## src/source/wb_mem_pkg.sv

```systemverilog
package wb_mem_pkg;

  // Bus widths.
  localparam int WB_ADR_W   = 32;
  localparam int WB_DAT_W   = 16;
  localparam int WB_SEL_W   = 2;
  localparam int BANK_ADR_W = 11;

  typedef logic [WB_ADR_W-1:0]   wb_adr_t;
  typedef logic [WB_DAT_W-1:0]   wb_dat_t;
  typedef logic [WB_SEL_W-1:0]   wb_sel_t;
  typedef logic [BANK_ADR_W-1:0] bank_adr_t;

  // One bank is addressed by byte address bits 11 down to 1.
  localparam int BANK_WORDS = 2048;

  // The region field sits in the top nibble of the byte address.
  localparam int REGION_MSB = 31;
  localparam int REGION_LSB = 28;

  typedef logic [REGION_MSB-REGION_LSB:0] region_t;

  localparam region_t MEM_REGION = 4'd0;
  localparam region_t REG_REGION = 4'd1;

  // Identification word returned at register offset 0.
  localparam wb_dat_t SUBSYS_ID = 16'hB7A5;

endpackage

```

## src/source/wb_addr_decoder.sv

```systemverilog
`timescale 1ns/10ps

module wb_addr_decoder (
  input  logic                wb_clk_i,
  input  logic                wb_rst_i,
  input  logic                wb_cyc_i,
  input  logic                wb_stb_i,
  input  logic                wb_we_i,
  input  wb_mem_pkg::wb_adr_t wb_adr_i,
  input  logic                mem_ack_i,
  input  wb_mem_pkg::wb_dat_t mem_dat_i,
  input  logic                reg_ack_i,
  input  wb_mem_pkg::wb_dat_t reg_dat_i,
  output logic                mem_stb_o,
  output logic                reg_stb_o,
  output logic                mem_wr_done_o,
  output logic                wb_ack_o,
  output wb_mem_pkg::wb_dat_t wb_dat_o
);

  import wb_mem_pkg::*;

  region_t region;
  logic    mem_hit;
  logic    reg_hit;
  logic    unmapped_hit;
  logic    bus_req;
  logic    unmapped_ack_q;

  assign region       = wb_adr_i[REGION_MSB:REGION_LSB];
  assign mem_hit      = (region == MEM_REGION);
  assign reg_hit      = (region == REG_REGION);
  assign unmapped_hit = ~mem_hit & ~reg_hit;

  assign bus_req   = wb_cyc_i & wb_stb_i;
  assign mem_stb_o = bus_req & mem_hit;
  assign reg_stb_o = bus_req & reg_hit;

  // Accesses outside both regions still complete in one cycle.
  always_ff @(posedge wb_clk_i) begin
    if (wb_rst_i) begin
      unmapped_ack_q <= 1'b0;
    end else begin
      unmapped_ack_q <= bus_req & unmapped_hit & ~unmapped_ack_q;
    end
  end

  // The master holds the address through ack, so the live region picks the return path.
  always_comb begin
    if (mem_hit) begin
      wb_ack_o = mem_ack_i;
      wb_dat_o = mem_dat_i;
    end else if (reg_hit) begin
      wb_ack_o = reg_ack_i;
      wb_dat_o = reg_dat_i;
    end else begin
      wb_ack_o = unmapped_ack_q;
      wb_dat_o = '0;
    end
  end

  // One pulse per completed memory write, as the memory ack lasts one cycle.
  assign mem_wr_done_o = mem_ack_i & mem_hit & wb_cyc_i & wb_we_i;

endmodule

```

## config.mk

```make
export PLATFORM = sky130hd
export DESIGN_NAME = wb_addr_decoder
export DESIGN_NICKNAME = d
export VERILOG_FILES = /design/src/source/wb_mem_pkg.sv /design/src/source/wb_addr_decoder.sv
export SDC_FILE = /design/constraint.sdc
export NUM_CORES = 1
export LEC_CHECK = 0
export BUFFER_PORTS_ARGS = -buffer_cell sky130_fd_sc_hd__buf_4
export CAP_MARGIN = 20
export CORE_UTILIZATION = 21
export DETAILED_ROUTE_END_ITERATION = 6
export PLACE_DENSITY_LB_ADDON = 0.1
export SYNTH_ARGS = -nofsm -noshare
export SYNTH_HDL_FRONTEND = slang
export SYNTH_SLANG_ARGS = --single-unit
```

## constraint.sdc

```tcl
create_clock -name wb_clk_i -period 1 [get_ports wb_clk_i]
set_input_delay 0 -clock wb_clk_i [delete_from_list [all_inputs] [get_ports wb_clk_i]]
set_output_delay 0 -clock wb_clk_i [all_outputs]
set_load 0.02 [all_outputs]
```

Yosys cells after proc, flatten, opt, wreduce, memory -nomap -nowiden:

Cells that the tools add are included.

* bits in registers: 1
* input port bits: 71

* equal/unequal tests: 1
* multiplexer cells: 4
* bitwise gates (word level): 12
* reduce and logical (&&, ||, !) cells: 1

Operators by type and width (number)
* $mux 16: 2
* $and 1x1->1: 9
* $eq 4x1->1 const B: 1
* $logic_not 4->1: 1
* $not 1->1: 3
* $mux 1: 2

Logic depth before layout (Yosys ltp):

* depth in word-level cells: 5
* gate-level depth with buffers: 4
* depth with buffers taken out: 2

Worst setup path before layout:

Ideal clock, no wire load.

* path kind: input -> output
* start: in wb_adr_i[31]
* end: out reg_stb_o
* data arrival time: 852 ps
* setup slack: 148 ps
* stages on the path: 3
* path buffers: 1
* cell sequence: or3_4 -> buf_6 -> nor2_1

* cells in the longest elaborated chain, start to end: 2

RTL lines
* start: declaration: line wb_addr_decoder.sv:9 `input wb_mem_pkg::wb_adr_t wb_adr_i,`
* $eq 4x1->1: line wb_addr_decoder.sv:32 `assign reg_hit = (region == REG_REGION);`
* $and 1x1->1: line wb_addr_decoder.sv:37 `assign reg_stb_o = bus_req & reg_hit;`
* end: declaration: line wb_addr_decoder.sv:15 `output logic reg_stb_o,`

No other way between the ends.

Final worst setup path:

* start: in wb_adr_i[31]
* end: out mem_wr_done_o

* cells in the longest elaborated chain, start to end: 4

RTL lines
* $logic_not 4->1: line wb_addr_decoder.sv:31 `assign mem_hit = (region == MEM_REGION);`
* $and 1x1->1 (3 in series): line wb_addr_decoder.sv:63 `assign mem_wr_done_o = mem_ack_i & mem_hit & wb_cyc_i & wb_we_i;`
* end: declaration: line wb_addr_decoder.sv:16 `output logic mem_wr_done_o,`

No other way between the ends.

==> impl_summary.md <==
Placed design
The number of buffers inserted by port buffering is 62. In this run, placement finished with an instance count of 133. OpenSTA, run right after detailed placement, puts the worst setup slack at -0.0129 ns. Once detailed placement completed, the half-perimeter wirelength came to 1.08 mm. The final RePlAce weighted congestion is 0.673.

Worst setup path
The beginning of the worst register-to-register path is unmapped_ack_q. Data on the critical path arrives at its endpoint at 0.99 ns. Traced cell by cell, the critical path runs through buf_4 > or3_4 > buf_4 > nor3_4 > buf_6. The most critical setup path has its startpoint at wb_adr_i[31]. The startpoint kind of the worst setup timing path is a primary input.

The worst setup path is captured at an output port. The number of buffers and inverters on the critical path is 3. For the worst setup path, the data required time is 1.00 ns. In this design, the stage delay of the slowest critical-path cell is 0.42 ns. The most numerous cell type found on the critical path is sky130_fd_sc_hd__buf_4. In this design, the largest share of critical-path delay is due to simple AND/OR/NAND/NOR gates.

Among all stages on the critical path, the largest delay is contributed by sky130_fd_sc_hd__or3_4. The kind of critical path is primary input to output port. The largest fanout of any net on the critical path is 6.

Die
The die covers 1970 um2. The site row count is 14. 91 I/O pins were placed. The floorplan step defined a core boundary enclosing 1590 um2. The y dimension of the die is 44.4 um. For this configuration, the core starts out at a cell density of 23.7%.

The horizontal die dimension is 44.4 um.

Synthesis
Dividing the synthesized area by the synthesized cell count gives 8.04 um2. In this run the cell area of the synthesized design comes to 378 um2. For this run, the number of Yosys warnings is 0. The post-synthesis register bit count is 1. The share of synthesized area occupied by flip-flops and latches is 5.30%. Yosys mapped the design onto 12 distinct sky130hd cell types. The number of nets in the synthesized netlist is 118. The number of cells produced by synthesis is 47.

Timing
The final critical path takes up 98.9% of the cycle. For the pin with the worst max-slew slack, the measured transition is 0.209 ns. After layout, the worst setup slack is 0.0109 ns. The number of failing setup endpoints in the final timing report is 0. Across the routed clock network, the largest skew measured is 0 ns. The total count of hold-check failures in the final report is 0.

The final hold slack is 0.167 ns. After layout, the minimum clock period comes to 0.989 ns. The final number of max-transition violations is 0. The peak clock frequency supported by timing is 1010 MHz. The headroom to the max-slew limit is 85.9%.

Setup repair after global routing could not meet its margin everywhere.

Final layout
Leaving out fill and tap cells, the most frequent cell in the layout is sky130_fd_sc_hd__buf_4. Counting the fill cells in the layout gives 163. After the flow finishes, the layout carries non-filler instances totaling 135.

In the final layout, the share of cells above drive strength 1 is 66.7%. The number of antenna diodes in the final layout is 0. The flip-flop count of the largest register after layout is 1. Leaving out fill and tap cells, the most frequent cells in the layout are sky130_fd_sc_hd__buf_4 (63), sky130_fd_sc_hd__mux2i_1 (16), sky130_fd_sc_hd__nor2_1 (16).

The synthesis-to-layout area growth is 138%. Counting flops per register, the top entry is unmapped_ack_q. The final layout net count is 184. The utilization after layout is 56.4%. The largest registers in the layout are unmapped_ack_q x1.

Detailed routing
The total number of vias is 595. The number of remaining DRC errors is 0. After detailed routing, the number of vias per cell comes to 4.41. The detailed router's first-iteration violation count is 7. Dividing the detail-routed wire length by the instance count gives 9.51 um. The final antenna-violating net count is 0. The iteration count of the initial detailed-routing pass is 4.

The total length of routed wires is 1.28 mm.

Global route
The remaining global-route overflow is 0. The pin count of the biggest net entering global routing is 12. The first global-routing pass estimated 1.86 mm of wire. The total track usage is 11.5%. The number of antenna violations at the first check in global routing is 0. The via count of the first global-routing pass came to 491.

Power and ir drop
The worst ir drop on vdd is 0.206 mV. Dividing total power by cell area gives a power density of 392 nW/um2. The static leakage is 0.506 nW.

Outcome
The run finished with clean final reports.

Clock network
The clock transition at the registers of the reported paths is 0 ns. At the later pin of the worst-skew pair, clock insertion delay measures 0 ns. The quantity of hold-fixing buffers added after cts is 0.

Hold path
The tightest min-delay check is of the primary input to flip-flop type. The beginning of the worst hold path is wb_rst_i.

Job
Across the run, the number of max-cap violations was 0.
## through the flow
stage	TNS [ns]	power, W	cell area (um2)
after global placement	-0.00419	0.000340	862
after CTS	0	0.000350	873
final	0	0.000352	898
after global routing	-0.0674	0.000378	898
after detailed placement	-0.0287	0.000345	862
after floorplan	0	0.000178	378
## path summary, 6_finish.rpt
check                           cells after the start  slack [ns]        endpoint
worst min-delay path                                2        0.17  unmapped_ack_q
worst max-delay path                                5        0.01   mem_wr_done_o
worst min register to register                      1        0.41  unmapped_ack_q
worst max register to register                      1        0.36  unmapped_ack_q
## power breakdown
part | switching [W] | internal, W
Combinational | 0.000116 | 0.000193
Clock | 0 | 0
Sequential | 0.000000760 | 0.0000424
## synth_stat cells
cell type	number	area (um2)
sky130_fd_sc_hd__dfxtp_1	1	20.0
sky130_fd_sc_hd__mux2i_1	16	160
sky130_fd_sc_hd__nor2_1	17	63.8
sky130_fd_sc_hd__nor3_4	2	32.5
sky130_fd_sc_hd__nand2_1	1	3.75
sky130_fd_sc_hd__buf_4	1	7.51
sky130_fd_sc_hd__mux2_2	1	11.3
sky130_fd_sc_hd__or3_4	1	11.3
sky130_fd_sc_hd__mux2_4	1	15.0
sky130_fd_sc_hd__nand3_1	2	10.0
sky130_fd_sc_hd__nor4b_1	1	8.76
sky130_fd_sc_hd__buf_6	3	33.8
## kinds of logic after synthesis
| logic type | count (synthesis) | synth area share [%] |
|---|---|---|
| DFF | 1 | 5.30 |
| buffers and inverters | 4 | 10.9 |
| muxes | 18 | 49.3 |
| and+or+nand+nor | 24 | 34.4 |
## repair_timing
item	in CTS	in global routing
pin swaps	1	1
resized for setup	3	3
setup buffers	0	2
setup endpoints to repair	7	10
## per-layer routing
metal / GRT usage (%) / part of all wire, % / vias to the layer above
li1: - / - / 291
met4: 0 / 0 / 0
met2: 25.3 / 54 / 39
met1: 12.0 / 36 / 265
met5: 0 / 0 / -
met3: 0.816 / 10 / 0
## cell type report
cell class	instances	area, um2	share of cell area (%)
multi-input combinational	42	319	35.5
sequential	1	20.0	2.23
tap	24	30.0	3.34
timing repair buffer	68	529	58.9
Power figures use the tool's default switching activity.
