==> config.mk <==
export PLATFORM = sky130hd
export DESIGN_NAME = wb_sys_regs
export DESIGN_NICKNAME = d
export VERILOG_FILES = /design/src/source/wb_mem_pkg.sv /design/src/source/wb_sys_regs.sv
export SDC_FILE = /design/constraint.sdc
export NUM_CORES = 1
export LEC_CHECK = 0
export BUFFER_PORTS_ARGS = -buffer_cell sky130_fd_sc_hd__buf_4
export CORE_MARGIN = 4
export CORE_UTILIZATION = 38
export DETAILED_ROUTE_END_ITERATION = 6
export GPL_TIMING_DRIVEN = 0
export PLACE_DENSITY_LB_ADDON = 0.25
export SYNTH_ARGS = -nofsm -noshare
export SYNTH_HDL_FRONTEND = slang
export SYNTH_SLANG_ARGS = --single-unit
==> constraint.sdc <==
create_clock -name wb_clk_i -period 3.45 [get_ports wb_clk_i]
set_clock_uncertainty 0.15 [all_clocks]
set_input_delay 0.1725 -clock wb_clk_i [delete_from_list [all_inputs] [get_ports wb_clk_i]]
set_output_delay 0.1725 -clock wb_clk_i [all_outputs]
set_load 0.005 [all_outputs]
==> src/source/wb_mem_pkg.sv <==
package wb_mem_pkg;

  // Bus widths.
  localparam int WB_ADR_W   = 32;
  localparam int WB_DAT_W   = 16;
  localparam int WB_SEL_W   = 2;
  localparam int BANK_ADR_W = 11;

  typedef logic [WB_ADR_W-1:0]   wb_adr_t;
  typedef logic [WB_DAT_W-1:0]   wb_dat_t;
  typedef logic [WB_SEL_W-1:0]   wb_sel_t;
  typedef logic [BANK_ADR_W-1:0] bank_adr_t;

  // One bank is addressed by byte address bits 11 down to 1.
  localparam int BANK_WORDS = 2048;

  // The region field sits in the top nibble of the byte address.
  localparam int REGION_MSB = 31;
  localparam int REGION_LSB = 28;

  typedef logic [REGION_MSB-REGION_LSB:0] region_t;

  localparam region_t MEM_REGION = 4'd0;
  localparam region_t REG_REGION = 4'd1;

  // Identification word returned at register offset 0.
  localparam wb_dat_t SUBSYS_ID = 16'hB7A5;

endpackage

==> src/source/wb_sys_regs.sv <==
`timescale 1ns/10ps

module wb_sys_regs (
  input  logic                wb_clk_i,
  input  logic                wb_rst_i,
  input  logic                wb_cyc_i,
  input  logic                wb_stb_i,
  input  logic                wb_we_i,
  input  wb_mem_pkg::wb_sel_t wb_sel_i,
  input  wb_mem_pkg::wb_adr_t wb_adr_i,
  input  wb_mem_pkg::wb_dat_t wb_dat_i,
  input  logic                mem_wr_done_i,
  output wb_mem_pkg::wb_dat_t wb_dat_o,
  output logic                wb_ack_o
);

  import wb_mem_pkg::*;

  // Word offsets, taken from byte address bits 2 and 1.
  localparam logic [1:0] OFS_ID      = 2'd0;
  localparam logic [1:0] OFS_SCRATCH = 2'd1;
  localparam logic [1:0] OFS_COUNT   = 2'd2;

  logic       wb_trans;
  logic       wr_accept;
  logic [1:0] reg_offset;
  wb_dat_t    scratch_q;
  wb_dat_t    wr_count_q;

  assign wb_trans   = wb_cyc_i & wb_stb_i & ~wb_ack_o;
  assign wr_accept  = wb_trans & wb_we_i;
  assign reg_offset = wb_adr_i[2:1];

  always_ff @(posedge wb_clk_i) begin
    if (wb_rst_i) begin
      wb_ack_o <= 1'b0;
    end else begin
      wb_ack_o <= wb_trans;
    end
  end

  // Scratch takes byte lanes as they arrive, with no reversal.
  always_ff @(posedge wb_clk_i) begin
    if (wb_rst_i) begin
      scratch_q <= '0;
    end else if (wr_accept && reg_offset == OFS_SCRATCH) begin
      if (wb_sel_i[0]) begin
        scratch_q[7:0] <= wb_dat_i[7:0];
      end
      if (wb_sel_i[1]) begin
        scratch_q[15:8] <= wb_dat_i[15:8];
      end
    end
  end

  // A write clears the count. A memory write in the same cycle still counts.
  always_ff @(posedge wb_clk_i) begin
    if (wb_rst_i) begin
      wr_count_q <= '0;
    end else if (wr_accept && reg_offset == OFS_COUNT) begin
      wr_count_q <= mem_wr_done_i ? wb_dat_t'(1) : '0;
    end else if (mem_wr_done_i) begin
      wr_count_q <= wr_count_q + wb_dat_t'(1);
    end
  end

  always_comb begin
    case (reg_offset)
      OFS_ID:      wb_dat_o = SUBSYS_ID;
      OFS_SCRATCH: wb_dat_o = scratch_q;
      OFS_COUNT:   wb_dat_o = wr_count_q;
      default:     wb_dat_o = '0;
    endcase
  end

endmodule

* Word-level counts from Yosys, hierarchy flattened
Cells that the tools add are included.
** Operators by class
- Bitwise gates (word level) :: 4
- Equal/unequal tests :: 2
- Reductions and logical operators :: 6
- Add/subtract/negate cells :: 1
- Mux-type cells :: 4
** Operators with widths (count)
- $pmux W16 S3 :: 1
- $mux W16 :: 2
- $add A16 B1 Y16 const B :: 1
- $reduce_and A2 Y1 :: 2
- $and A1 B1 Y1 :: 3
- $eq A2 B1 Y1 const B :: 1
- $eq A2 B2 Y1 const B :: 1
- $logic_and A1 B1 Y1 :: 2
- $logic_not A2 Y1 :: 1
- $reduce_bool A2 Y1 :: 1
- $mux W1 :: 1
- $not A1 Y1 :: 1
** Word-level totals
- Logic and storage cells :: 21
- Input port bits :: 56
- Flip-flop bits (word level) :: 33
- Output and inout bits :: 17

* Logic depth before layout (Yosys ltp)
- Word-level depth :: 5
- Depth in mapped cells :: 5
- Mapped depth without buffers :: 4

* Worst setup path before layout
No wires, ideal clock.
- Path type :: register to register
- Start point :: register wr_count_q[1]
- End point :: register wr_count_q[10]
- Data arrival time :: 1.311 ns
- Library setup time :: 0.070 ns
- Buffers on the path :: 0
- Stages on the path, launching flop included :: 5
- Period minus slack after synthesis :: 1.531 ns
- Path slack :: 1.919 ns
- Required time :: 3.230 ns
- Cells stage by stage :: dfxtp_1 -> ha_1 -> nand3_1 -> or4_1 -> a21oi_1
** On the way
- Longest elaborated chain between the ends :: 3
** RTL lines
- start, declared :: line wb_sys_regs.sv:28 : wb_dat_t wr_count_q;
- start signal, assigned :: line wb_sys_regs.sv:61 : wr_count_q <= mem_wr_done_i ? wb_dat_t'(1) : '0;
- start signal, assigned :: line wb_sys_regs.sv:63 : wr_count_q <= wr_count_q + wb_dat_t'(1);
- $add A16 B1 Y16 :: line wb_sys_regs.sv:63
- $mux W16 :: line wb_sys_regs.sv:62 : end else if (mem_wr_done_i) begin
- $mux W16 :: line wb_sys_regs.sv:60 : end else if (wr_accept && reg_offset == OFS_COUNT) begin
No other way between the ends. The select of a mux whose other input is x is not followed.
A chain may end at the register's enable or synchronous reset.

* Final worst setup path
- Start point :: input wb_stb_i
- End point :: register scratch_q[6]
** On the way
- Longest elaborated chain between the ends :: 5
** RTL lines
- start, declared :: line wb_sys_regs.sv:7 : input logic wb_stb_i,
- $and A1 B1 Y1 (2 in a row) :: line wb_sys_regs.sv:30 : assign wb_trans = wb_cyc_i & wb_stb_i & ~wb_ack_o;
- $and A1 B1 Y1 :: line wb_sys_regs.sv:31 : assign wr_accept = wb_trans & wb_we_i;
- $logic_and A1 B1 Y1 :: line wb_sys_regs.sv:46 : end else if (wr_accept && reg_offset == OFS_SCRATCH) begin
- $reduce_and A2 Y1 (no line)
- end signal, assigned :: line wb_sys_regs.sv:48 : scratch_q[7:0] <= wb_dat_i[7:0];
- end, declared :: line wb_sys_regs.sv:27 : wb_dat_t scratch_q;
No other way between the ends.

==> impl_metrics.json <==
{
  "num_antenna_cells": 0,
  "hold_path_depth": 3,
  "syn_nets": 275,
  "rsz0062_at_grt": "no",
  "finalNetCount": 325,
  "cp_max_fo": 10,
  "r2r_slack_ns": 1.74,
  "hold_path_end": "scratch_q[0]",
  "power_density_nw_per_um2": 342,
  "total_power_mw": 0.780,
  "area.growth.synth_to_final_pct": 26.9,
  "die_y_um": 76.8,
  "synth_top_area_cell": "dfxtp_1",
  "worst_slew_margin_rel": 0.686,
  "drt_iter0_drc": 114,
  "cts_sinks": 33,
  "syn_area_um2": 1800,
  "ys_types": 31,
  "final.min_clock_period_ns": 1.77,
  "ys_seq_area_frac": 0.367,
  "fin_hold_ws_ns": 0.00944,
  "num_rows": 24,
  "yosysWarnings": 0,
  "yosysTopAreaCellShare": 0.367,
  "rr_startpoint": "wr_count_q[0]",
  "wl_per_cell_um": 13.7,
  "syn_inst": 218,
  "root_buffer": "clkbuf_8",
  "status": "completed",
  "p_clk_frac": 0.378,
  "ir_worst_vdd_uv": 237,
  "switching_share": 0.239,
  "htree_levels": 2,
  "core_area_um2": 4470,
  "start_util": 0.402,
  "synth_compound_area_frac": 0.172,
  "dp.cells": 309,
  "rr_worst_depth": 4,
  "synth-async-reset-ratio": 0,
  "synth_top_family_by_area": "simple AND/OR/NAND/NOR gates",
  "io_pins": 73,
  "cts_buffers": 5,
  "die-area_um2": 5900,
  "synth.avg_cell_area_um2": 8.25,
  "cp.arrival_ns": 1.83,
  "routabilityCongestion": 0.757,
  "synthMuxAreaShare": 0.0786,
  "grt_pass1_vias": 1573,
  "hp-start": "wb_dat_i[0]",
  "clock_path_buffers": 2,
  "via_count": 1699,
  "grt_usage": 0.151,
  "cts_tree": "yes",
  "synth-edff-count": 0,
  "synth_fa_ha_area_frac": 0.00696,
  "ant_nets": 0,
  "p_leak_nw": 0.831,
  "synth_top_flop_cell": "dfxtp_1",
  "intPower_mw": 0.593,
  "stdcell_count": 320,
  "clk_latency_ns": 0.28,
  "fin_tns_setup_ns": 0,
  "drc": 0,
  "drv_slew": 0,
  "fmax_ghz": 0.566,
  "path_clk_slew_ns": 0.06,
  "dpl.hpwl_um": 3260,
  "firstDrtPassIters": 4,
  "p_comb_frac": 0.123,
  "antenna_found_initial": 0,
  "synth-xor-area-share": 0.0146,
  "viasPerCell": 5.31,
  "critPathLaunchType": "primary input",
  "min_period_over_period": 0.512,
  "setup-violations-final": 0,
  "hp-class": "primary input to register",
  "ys_ff_latch": 33,
  "grt_max_degree": 11,
  "worst_slew_pin_slew_ns": 0.471,
  "cp.required_ns": 3.51,
  "regToRegEndpoint": "wr_count_q[10]",
  "numPortBuffers": 39,
  "criticalPathCategory": "primary input to register",
  "hold_violations": 0,
  "maxCapViolCount": 0,
  "drt_wl_total_um": 4370,
  "power_frac_seq": 0.498,
  "synth_area_leaders": "dfxtp_1 (37%), nand2b_1 (9.4%), mux2i_1 (7.2%)",
  "synthSimpleGateAreaFrac": 0.311,
  "crit_path_end_kind": "register",
  "p_sw_mw": 0.186,
  "grt_pass1_wl_um": 7360,
  "drive_above_1_share": 0.209,
  "grt-ovfl-total": 0,
  "dieWidth_um": 76.8,
  "fill_cells": 445
}
how the worst max path moves through the flow:
stage	end	depth (start not counted)	slack [ns]	startpoint
finish	scratch_q[6]	7	1.68	wb_stb_i
detailed placement	wr_count_q[14]	4	1.76	wr_count_q[3]
CTS	scratch_q[7]	7	1.68	wb_stb_i
global placement	wr_count_q[14]	4	1.75	wr_count_q[3]
floorplan	wr_count_q[10]	4	1.92	wr_count_q[1]
global route	wr_count_q[14]	4	1.58	wr_count_q[3]
power groups by stage:
stage               combinational [mW]  clock [mW]  sequential (mW)
floorplan                       0.0479           0            0.396
global placement                0.0917           0            0.397
detailed placement              0.0925           0            0.397
CTS                             0.0968       0.300            0.388
global route                     0.107       0.315            0.389
finish                          0.0962       0.295            0.388
Yosys cell counts (2+ instances only):
library cell,count
nand3_1,4
o21ai_0,22
mux2i_1,13
o31ai_1,3
or4_1,3
dfxtp_1,33
buf_2,5
nor2_1,9
nor2b_1,16
a22o_1,5
xor2_1,3
nand2_1,6
nor4_1,4
nand4_1,13
or3_1,3
nand2b_1,27
buf_6,2
clkbuf_1,10
a21oi_1,25
critical path: stages:
cell and delay (ns):
dlygate4sd3_1 0.53, buf_4 0.11, and4b_1 0.17, buf_2 0.21, and3_1 0.17, buf_2 0.25, mux2i_1 0.21
registers in the layout, indices dropped and copies added (netlist names):
| name | count |
|---|---|
| scratch_q | 16 |
| wb_ack_o | 1 |
| wr_count_q | 16 |
cell usage in the layout (no fill, tap or decap), types with 2 or more instances in the layout:
master,instances
nand3_1,4
nor2_1,9
a21oi_1,25
nand4_1,13
dlygate4sd3_1,4
mux2i_1,13
a22o_1,5
o21ai_0,22
clkbuf_1,11
dfxtp_1,33
nand2b_1,27
or3_1,3
buf_6,2
xor2_1,3
clkbuf_8,6
o31ai_1,3
or4_1,3
nor4_1,4
nand2_1,6
buf_2,5
nor2b_1,16
buf_4,39
layer usage:
metal / up-vias / share of wire / wire length (um) / GRT usage
met1: 764 / 0.49 / 2150 / 0.204
met2: 49 / 0.44 / 1940 / 0.241
li1: 879 / - / - / -
met4: 0 / 0.010 / 45 / 0.0326
met5: - / 0 / 0 / 0
met3: 7 / 0.054 / 237 / 0.0386
what timing repair did:
item,CTS,global route
buffers inserted,0,0
gates resized for setup,0,0
hold buffers,4,0
hold endpoints to repair,3,0
kinds of logic (layout without fill, tap and decap cells):
| family | after synthesis | in the layout |
|---|---|---|
| and+or+nand+nor | 93 | 93 |
| muxes | 14 | 14 |
| xor gates and xnor gates | 3 | 3 |
| AOI/OAI and AO/OA | 56 | 56 |
| adders and majority gates | 1 | 1 |
| buffers and inverters | 18 | 68 |
| DFF | 33 | 33 |
through the flow:
step | area [um2] | setup slack (ns) | utilization
after floorplan | 1800 | 1.92 | -
after global placement | 2160 | 1.75 | 0.482
after detailed placement | 2160 | 1.76 | 0.482
after CTS | 2280 | 1.68 | 0.510
after global routing | 2280 | 1.58 | 0.510
final | 2280 | 1.68 | 0.510
area by class of cell:
type	count	area, um2	area share
clock buffer	7	86.3	0.0378
multi-input combinational	167	1050	0.459
tap	52	65.1	0.0285
sequential	33	661	0.289
inverter	1	3.75	0.00164
buffer	17	85.1	0.0373
timing repair buffer	43	333	0.146
(Power assumes the default switching activity.)
